[src/hdl/ddr_req_pkg.sv]
// shared widths, command codes and request structs; reads return BEATS_PER_READ beats each
package ddr_req_pkg;

    // *********************************************************************
    // widths and codes of the ddr2 fifo interface
    // *********************************************************************

    // command address width seen by the address fifo
    localparam int ADDR_W = 31;
    // one write-data or read-data beat
    localparam int DATA_W = 128;
    // one mask bit per data byte
    localparam int MASK_W = 16;
    localparam int CMD_W  = 3;

    localparam logic [CMD_W-1:0] CMD_WRITE = 3'd0;
    localparam logic [CMD_W-1:0] CMD_READ  = 3'd1;

    // a set mask bit means the byte is not written
    localparam logic [MASK_W-1:0] MASK_NONE = '1;

    // every read command comes back as this many beats
    localparam int BEATS_PER_READ = 2;
    // beat index bits inside one read response
    localparam int BEAT_IDX_W = $clog2(BEATS_PER_READ);
    // counter wide enough to hold a full response
    localparam int BEAT_CNT_W = $clog2(BEATS_PER_READ + 1);

    // read sequence numbers are wider than any fifo depth so wrap is harmless
    localparam int REQ_NUM_W = 11;
    // upper bits of the returned beat count give the serviced read number
    localparam int SERVICED_W = REQ_NUM_W + BEAT_IDX_W;

    // *********************************************************************
    // client and fifo types
    // *********************************************************************

    // which client owns the fifos this cycle
    typedef enum logic [2:0] {
        GRANT_NONE,
        GRANT_ICACHE,
        GRANT_DCACHE,
        GRANT_PIXEL,
        GRANT_FILLER
    } grant_e;

    // full read/write client (icache, dcache)
    typedef struct packed {
        logic              cmd_en;
        logic [CMD_W-1:0]  cmd;
        logic [ADDR_W-1:0] addr;
        logic              wdf_en;
        logic [DATA_W-1:0] wdf_data;
        logic [MASK_W-1:0] wdf_mask;
    } cache_req_t;

    // read-only client (pixel feeder)
    typedef struct packed {
        logic              cmd_en;
        logic [ADDR_W-1:0] addr;
    } rd_req_t;

    // write-only client (color filler)
    typedef struct packed {
        logic              cmd_en;
        logic [ADDR_W-1:0] addr;
        logic              wdf_en;
        logic [DATA_W-1:0] wdf_data;
        logic [MASK_W-1:0] wdf_mask;
    } wr_req_t;

    // what gets pushed into the address and write-data fifos
    typedef struct packed {
        logic              cmd_en;
        logic [CMD_W-1:0]  cmd;
        logic [ADDR_W-1:0] addr;
        logic              wdf_en;
        logic [DATA_W-1:0] wdf_data;
        logic [MASK_W-1:0] wdf_mask;
    } ddr_req_t;

    // fifo status and the flags each client is told
    typedef struct packed {
        logic cmd_full;
        logic wdf_full;
    } fifo_full_t;

endpackage

[src/hdl/req_arbiter.sv]
// fixed priority icache > dcache > pixel > filler; filler keeps the fifos for its second beat
`timescale 1ns/1ns

module req_arbiter
    import ddr_req_pkg::*;
(
    input  logic       clk,
    input  logic       rst,
    input  cache_req_t i_icache_req,
    input  cache_req_t i_dcache_req,
    input  rd_req_t    i_pixel_req,
    input  wr_req_t    i_filler_req,
    input  fifo_full_t i_fifo_full,
    output ddr_req_t   o_ddr_req,
    output grant_e     o_grant,
    output fifo_full_t o_icache_full,
    output fifo_full_t o_dcache_full,
    output fifo_full_t o_pixel_full,
    output fifo_full_t o_filler_full
);

    // either fifo full blocks both, so command and data enter together
    logic fifo_busy;
    // set between the filler's first and second beat
    logic filler_reserved;
    logic icache_active;
    logic dcache_active;
    logic pixel_active;
    logic filler_active;

    assign fifo_busy     = i_fifo_full.cmd_full || i_fifo_full.wdf_full;
    assign icache_active = i_icache_req.cmd_en || i_icache_req.wdf_en;
    assign dcache_active = i_dcache_req.cmd_en || i_dcache_req.wdf_en;
    assign pixel_active  = i_pixel_req.cmd_en;
    assign filler_active = i_filler_req.cmd_en || i_filler_req.wdf_en;

    // *********************************************************************
    // grant selection
    // *********************************************************************

    always_comb begin
        // while reserved nobody but the filler may get in
        if (filler_reserved) begin
            o_grant = filler_active ? GRANT_FILLER : GRANT_NONE;
        end else if (icache_active) begin
            o_grant = GRANT_ICACHE;
        end else if (dcache_active) begin
            o_grant = GRANT_DCACHE;
        end else if (pixel_active) begin
            o_grant = GRANT_PIXEL;
        end else if (filler_active) begin
            o_grant = GRANT_FILLER;
        end else begin
            o_grant = GRANT_NONE;
        end
    end

    // toggles on each accepted filler beat, so two beats make one burst
    always_ff @(posedge clk) begin
        if (rst) begin
            filler_reserved <= 1'b0;
        end else if (o_grant == GRANT_FILLER && !fifo_busy) begin
            filler_reserved <= ~filler_reserved;
        end
    end

    // *********************************************************************
    // request mux onto the fifo inputs
    // *********************************************************************

    always_comb begin
        // idle default follows the icache fields with both enables low
        o_ddr_req.cmd_en   = 1'b0;
        o_ddr_req.cmd      = i_icache_req.cmd;
        o_ddr_req.addr     = i_icache_req.addr;
        o_ddr_req.wdf_en   = 1'b0;
        o_ddr_req.wdf_data = i_icache_req.wdf_data;
        o_ddr_req.wdf_mask = i_icache_req.wdf_mask;
        case (o_grant)
            GRANT_ICACHE: begin
                o_ddr_req.cmd_en = i_icache_req.cmd_en && !fifo_busy;
                o_ddr_req.wdf_en = i_icache_req.wdf_en && !fifo_busy;
            end
            GRANT_DCACHE: begin
                o_ddr_req.cmd_en   = i_dcache_req.cmd_en && !fifo_busy;
                o_ddr_req.cmd      = i_dcache_req.cmd;
                o_ddr_req.addr     = i_dcache_req.addr;
                o_ddr_req.wdf_en   = i_dcache_req.wdf_en && !fifo_busy;
                o_ddr_req.wdf_data = i_dcache_req.wdf_data;
                o_ddr_req.wdf_mask = i_dcache_req.wdf_mask;
            end
            GRANT_PIXEL: begin
                // read only, nothing goes to the write-data fifo
                o_ddr_req.cmd_en   = i_pixel_req.cmd_en && !fifo_busy;
                o_ddr_req.cmd      = CMD_READ;
                o_ddr_req.addr     = i_pixel_req.addr;
                o_ddr_req.wdf_data = '0;
                o_ddr_req.wdf_mask = MASK_NONE;
            end
            GRANT_FILLER: begin
                // write only
                o_ddr_req.cmd_en   = i_filler_req.cmd_en && !fifo_busy;
                o_ddr_req.cmd      = CMD_WRITE;
                o_ddr_req.addr     = i_filler_req.addr;
                o_ddr_req.wdf_en   = i_filler_req.wdf_en && !fifo_busy;
                o_ddr_req.wdf_data = i_filler_req.wdf_data;
                o_ddr_req.wdf_mask = i_filler_req.wdf_mask;
            end
            default: begin
            end
        endcase
    end

    // *********************************************************************
    // per-client full flags
    // *********************************************************************

    // losers always see full while the winner sees the real fifo state
    function automatic fifo_full_t full_for(input grant_e grant, input grant_e owner,
                                            input logic busy);
        fifo_full_t flags;
        flags.cmd_full = (grant != owner) || busy;
        flags.wdf_full = flags.cmd_full;
        return flags;
    endfunction

    assign o_icache_full = full_for(o_grant, GRANT_ICACHE, fifo_busy);
    assign o_dcache_full = full_for(o_grant, GRANT_DCACHE, fifo_busy);
    // pixel has no write path so its data flag mirrors the command flag
    assign o_pixel_full  = full_for(o_grant, GRANT_PIXEL, fifo_busy);
    assign o_filler_full = full_for(o_grant, GRANT_FILLER, fifo_busy);

endmodule

[src/hdl/read_owner_tracker.sv]
// one outstanding read per cache; the cache must not issue again before both beats return
`timescale 1ns/1ns

module read_owner_tracker
    import ddr_req_pkg::*;
(
    input  logic                 clk,
    input  logic                 rst,
    // this cache's read command was just accepted
    input  logic                 i_issue,
    input  logic [REQ_NUM_W-1:0] i_issue_num,
    // read number currently coming back from ddr2
    input  logic [REQ_NUM_W-1:0] i_serviced_num,
    input  logic                 i_rdf_valid,
    output logic                 o_owner
);

    // sequence number of our outstanding read
    logic [REQ_NUM_W-1:0]  req_num;
    // beats still owed to this cache
    logic [BEAT_CNT_W-1:0] beats_left;

    // latch the number handed out to each accepted read
    always_ff @(posedge clk) begin
        if (i_issue) begin
            req_num <= i_issue_num;
        end
    end

    always_ff @(posedge clk) begin
        if (rst) begin
            beats_left <= '0;
        end else if (i_issue) begin
            beats_left <= BEAT_CNT_W'(BEATS_PER_READ);
        end else if (o_owner && i_rdf_valid) begin
            // one returned beat consumed
            beats_left <= beats_left - BEAT_CNT_W'(1);
        end
    end

    // our turn once the serviced stream reaches our number
    assign o_owner = (beats_left != '0) && (req_num == i_serviced_num);

endmodule

[src/hdl/read_return_router.sv]
// caches hold at most one read each; read beats not owned by a cache go to the pixel feeder
`timescale 1ns/1ns

module read_return_router
    import ddr_req_pkg::*;
(
    input  logic     clk,
    input  logic     rst,
    input  grant_e   i_grant,
    input  ddr_req_t i_ddr_req,
    input  logic     i_rdf_valid,
    input  logic     i_icache_rd_en,
    input  logic     i_dcache_rd_en,
    input  logic     i_pixel_rd_en,
    output logic     o_rdf_rd_en,
    output logic     o_icache_rdf_valid,
    output logic     o_dcache_rdf_valid,
    output logic     o_pixel_rdf_valid
);

    // command enable is already gated by full, so this is an accepted read
    logic                  read_issued;
    // number the next accepted read will get
    logic [REQ_NUM_W-1:0]  issued_num;
    // every returned beat counts here
    logic [SERVICED_W-1:0] serviced_cnt;
    logic [REQ_NUM_W-1:0]  serviced_num;
    logic                  icache_owner;
    logic                  dcache_owner;

    assign read_issued  = i_ddr_req.cmd_en && (i_ddr_req.cmd == CMD_READ);
    // drop the beat index bits
    assign serviced_num = serviced_cnt[SERVICED_W-1 -: REQ_NUM_W];

    always_ff @(posedge clk) begin
        if (rst) begin
            issued_num   <= '0;
            serviced_cnt <= '0;
        end else begin
            if (read_issued) begin
                issued_num <= issued_num + REQ_NUM_W'(1);
            end
            if (i_rdf_valid) begin
                serviced_cnt <= serviced_cnt + SERVICED_W'(1);
            end
        end
    end

    read_owner_tracker icache_tracker_inst (
        .clk            (clk),
        .rst            (rst),
        .i_issue        (read_issued && (i_grant == GRANT_ICACHE)),
        .i_issue_num    (issued_num),
        .i_serviced_num (serviced_num),
        .i_rdf_valid    (i_rdf_valid),
        .o_owner        (icache_owner)
    );

    read_owner_tracker dcache_tracker_inst (
        .clk            (clk),
        .rst            (rst),
        .i_issue        (read_issued && (i_grant == GRANT_DCACHE)),
        .i_issue_num    (issued_num),
        .i_serviced_num (serviced_num),
        .i_rdf_valid    (i_rdf_valid),
        .o_owner        (dcache_owner)
    );

    // pixel feeder is the default reader
    assign o_rdf_rd_en = icache_owner ? i_icache_rd_en :
                         dcache_owner ? i_dcache_rd_en :
                         i_pixel_rd_en;

    assign o_icache_rdf_valid = icache_owner && i_rdf_valid;
    assign o_dcache_rdf_valid = !icache_owner && dcache_owner && i_rdf_valid;
    assign o_pixel_rdf_valid  = !icache_owner && !dcache_owner && i_rdf_valid;

endmodule

[src/hdl/ddr_request_controller.sv]
// four clients share the ddr2 fifos; each cache may keep only one read outstanding at a time
`timescale 1ns/1ns

module ddr_request_controller
    import ddr_req_pkg::*;
(
    input  logic       clk,
    input  logic       rst,
    // client requests
    input  cache_req_t i_icache_req,
    input  cache_req_t i_dcache_req,
    input  rd_req_t    i_pixel_req,
    input  wr_req_t    i_filler_req,
    // client read-data pops
    input  logic       i_icache_rd_en,
    input  logic       i_dcache_rd_en,
    input  logic       i_pixel_rd_en,
    // ddr2 fifo status
    input  fifo_full_t i_fifo_full,
    input  logic       i_rdf_valid,
    // to the ddr2 fifos
    output ddr_req_t   o_ddr_req,
    output logic       o_rdf_rd_en,
    // back to the clients
    output fifo_full_t o_icache_full,
    output fifo_full_t o_dcache_full,
    output fifo_full_t o_pixel_full,
    output fifo_full_t o_filler_full,
    output logic       o_icache_rdf_valid,
    output logic       o_dcache_rdf_valid,
    output logic       o_pixel_rdf_valid
);

    // *********************************************************************
    // write side arbitration
    // *********************************************************************

    grant_e grant;

    req_arbiter req_arbiter_inst (
        .clk           (clk),
        .rst           (rst),
        .i_icache_req  (i_icache_req),
        .i_dcache_req  (i_dcache_req),
        .i_pixel_req   (i_pixel_req),
        .i_filler_req  (i_filler_req),
        .i_fifo_full   (i_fifo_full),
        .o_ddr_req     (o_ddr_req),
        .o_grant       (grant),
        .o_icache_full (o_icache_full),
        .o_dcache_full (o_dcache_full),
        .o_pixel_full  (o_pixel_full),
        .o_filler_full (o_filler_full)
    );

    // *********************************************************************
    // read return steering
    // *********************************************************************

    // router watches the accepted request to number the reads
    read_return_router read_return_router_inst (
        .clk                (clk),
        .rst                (rst),
        .i_grant            (grant),
        .i_ddr_req          (o_ddr_req),
        .i_rdf_valid        (i_rdf_valid),
        .i_icache_rd_en     (i_icache_rd_en),
        .i_dcache_rd_en     (i_dcache_rd_en),
        .i_pixel_rd_en      (i_pixel_rd_en),
        .o_rdf_rd_en        (o_rdf_rd_en),
        .o_icache_rdf_valid (o_icache_rdf_valid),
        .o_dcache_rdf_valid (o_dcache_rdf_valid),
        .o_pixel_rdf_valid  (o_pixel_rdf_valid)
    );

endmodule

[config.mk]
export PLATFORM = sky130hd
export DESIGN_NAME = ddr_request_controller
export DESIGN_NICKNAME = d
export VERILOG_FILES = /design/src/hdl/ddr_req_pkg.sv /design/src/hdl/req_arbiter.sv /design/src/hdl/read_owner_tracker.sv /design/src/hdl/read_return_router.sv /design/src/hdl/ddr_request_controller.sv
export SDC_FILE = /design/constraint.sdc
export NUM_CORES = 1
export LEC_CHECK = 0
export BUFFER_PORTS_ARGS = -buffer_cell sky130_fd_sc_hd__buf_4
export CORE_AREA = 2 2 302 304
export CTS_CLUSTER_SIZE = 8
export DETAILED_ROUTE_END_ITERATION = 7
export DIE_AREA = 0 0 304 306
export SLEW_MARGIN = 20
export SYNTH_ARGS = -nofsm -noshare
export SYNTH_HDL_FRONTEND = slang
export SYNTH_SLANG_ARGS = --single-unit
export TNS_END_PERCENT = 50
[constraint.sdc]
create_clock -name clk -period 2.93 [get_ports clk]
set_input_delay 0.4395 -clock clk [delete_from_list [all_inputs] [get_ports clk]]
set_output_delay 0.4395 -clock clk [all_outputs]
set_load 0.1 [all_outputs]
==> results.yml <==
status:
  status: "complete, but fails checks"
  violations: "DRC"
detailed_routing:
  vias: 10100
  vias_per_cell: 3.76
  wl_um: 67100
  drt_pass1_iterations: 8
  drtAntennaViolNets: 0
  drt-initial-drc-count: 1127
  wire_per_inst_um: 25.0
  post-route-drc-count: 18
timing:
  hold_viol_final: 0
  finalSetupViolCount: 0
  rsz0062_at_grt: "yes"
  fin_hold_ws_ns: 0.462
  finalCritPeriodShare_pct: 99.8
  fin_crit_ns: 2.92
  slew_viol_final: 0
  setup_ws_ns: 0.00627
  setup_tns_ns: 0
  slew_headroom_pct: 54.9
  clock_skew_ns: 0.00791
  worstMarginPinSlew_ns: 0.675
  fmax_ghz: 0.342
global_route:
  grt_overflow: 0
  antenna_found_initial: 37
  first_global_vias: 9883
  grt_max_degree: 70
  grt_pass1_wl_um: 85600
  track_usage_pct: 13.3
clock_network:
  clkLatencyLatePin_ns: 0.29
  clockBufferDepth: 2
  cts_tree: "done"
  htreeDepth: 2
  root_buffer: "clkbuf_16"
  cts_made_buffers: 5
  clk_pin_slew_ns: 0.07
  cts_sinks: 50
synthesis:
  synth_flop_cell: "dfxtp_1"
  yosys_register_bits: 50
  avgSynthCellArea_um2: 7.77
  ys_seq_area_share_pct: 21.1
  synthesis.area_um2: 5790
  async_reset_ff_share_pct: 0
  synth_edf_count: 22
  yosysWarnings: 0
  syn-num-nets: 1326
  synth.distinct_cells: 48
  netlist_instances: 745
placed_design:
  place.detailed.hpwl_um: 58100
  dpl.cell_count: 2653
  pre_cts_slack_ns: 0.0163
  gp_congestion: 0.917
  postPlaceCellArea_um2: 13800
  portBuffers: 768
cells_and_area:
  final_common_cell: "buf_4"
  final_cell_mix: "774 x buf_4, 136 x and3_1, 128 x a221o_1"
  final_nets: 2068
  fin_util_pct: 15.7
  finalNonFillerCells: 2678
  area_delta_synth_final_pct: 143
  stdcell_area_um2: 14100
  drive_gt1_share_pct: 57.9
setup_path:
  slowest_stage: "a222oi_1"
  startpoint_type: "register"
  critPathKind: "register to primary output"
  arrival_ns: 2.48
  path_max_fanout: 16
  crit_chain: "buf_4 -> o21ai_2 -> buf_4 -> nand2_1 -> buf_6 -> a222oi_1 -> nand2_1 -> buf_6"
  crit_path_start: "req_arbiter_inst.filler_reserved$_SDFFE_PP0P_"
  regToRegSetupSlack_ns: 0.46
  endpoint: "o_ddr_req[149]"
  worstPathRequired_ns: 2.49
  reg2reg_from: "req_arbiter_inst.filler_reserved$_SDFFE_PP0P_"
  rr_worst_depth: 6
  cp_slowest_stage_delay_ns: 0.62
  critPathCaptureType: "primary output"
power:
  power.density_nw_per_um2: 373
  ir_worst_vdd_mv: 0.215
  total_power_mw: 5.25
  power.leakage_nw: 6.69
die:
  fp.dieH_um: 306
  die_area_um2: 93000
  num_rows: 110
  die_w_um: 304
  coreArea_um2: 89600
  start_util_pct: 6.46
  ios: 769
hold_path:
  min_path_type: "input port to register"
job:
  cap_violations: 0
[cell usage after synthesis (12+ instances only)]
cell / number / area share [%]
nand2_1: 73 / 4.7
edfxtp_1: 22 / 11
nor3_1: 36 / 3.1
dfxtp_1: 28 / 9.7
a222oi_1: 31 / 5.4
xor2_1: 31 / 4.7
inv_1: 12 / 0.78
nor2_1: 55 / 3.6
clkbuf_1: 74 / 4.8
a221o_1: 128 / 22
and3_1: 136 / 15
a21oi_1: 15 / 1.3
[power breakdown]
| group | leakage, nW | switching, mW | total (mW) | internal, mW |
|---|---|---|---|---|
| Sequential | 0.464 | 0.00465 | 0.730 | 0.725 |
| Combinational | 6.15 | 2.69 | 3.94 | 1.25 |
| Clock | 0.0747 | 0.265 | 0.586 | 0.321 |
[worst max-delay path, delay by kind of cell, from the launching register on]
| kind | cells | cell delay [ns] |
|---|---|---|
| AO/OA/AOI/OAI | 2 | 0.81 |
| buffers and inverters | 4 | 0.73 |
| flip-flops | 1 | 0.39 |
| AND/OR/NAND/NOR | 2 | 0.24 |
[routing by layer]
| layer | wire, um | vias up | GRT usage, % |
|---|---|---|---|
| li1 | - | 4491 | - |
| met1 | 27700 | 4804 | 16.9 |
| met2 | 28200 | 633 | 19.8 |
| met3 | 9560 | 97 | 7.53 |
| met4 | 1300 | 46 | 2.26 |
| met5 | 296 | - | 0 |
[worst min path at each step]
stage                                                                    from                                                    to  slack (ns)  cells after the start
after global routing                                              i_rdf_valid  read_return_router_inst.serviced_cnt[1]$_SDFFE_PP0P_        0.49                      3
after CTS                                                         i_rdf_valid  read_return_router_inst.serviced_cnt[0]$_SDFFE_PP0P_        0.46                      3
after floorplan           read_return_router_inst.issued_num[10]$_SDFFE_PP0N_                                              register        0.44                      0
after detailed placement  read_return_router_inst.issued_num[10]$_SDFFE_PP0N_                                              register        0.48                      0
final                                                             i_rdf_valid  read_return_router_inst.serviced_cnt[1]$_SDFFE_PP0P_        0.46                      3
after global placement    read_return_router_inst.issued_num[10]$_SDFFE_PP0N_                                              register        0.46                      0
[layout make-up]
class                      instances  area, um2
fill                           10200      75500
timing repair buffer             826       6820
multi-input combinational        592       4350
tap                             1176       1470
sequential                        50       1220
clock buffer                       5        125
inverter                          12       45.0
antenna                           14       35.0
clock inverter                     3       22.5
[sequential cells by signal, summed over array words and instances, names as in the netlist]
signal and flops:
read_return_router_inst.serviced_cnt 12, req_arbiter_inst.filler_reserved 1, read_return_router_inst.issued_num 11, read_return_router_inst.dcache_tracker_inst.req_num 11
read_return_router_inst.icache_tracker_inst.beats_left 2, read_return_router_inst.dcache_tracker_inst.beats_left 2, read_return_router_inst.icache_tracker_inst.req_num 11
[timing repair]
item                       4_1_cts  5_1_grt
hold buffers                     0        0
gates cloned                     1        1
setup buffers                    0        1
pin swaps                        2        3
setup endpoints to repair       30       16
gates resized for setup          6        6
[cell families (layout without fill, tap and decap cells)]
family          after synthesis  in the layout  synth area share, %
buf+inv                     103            846                 7.52
simple gates                346            346                 31.5
flops                        50             50                 21.1
other cells                   0             14                    0
fa+ha+maj                     4              4                0.864
compound gates              201            201                 32.6
mux                           5              5                0.886
xor+xnor                     36             36                 5.45
Note: power is estimated with default switching activity, not from simulation.
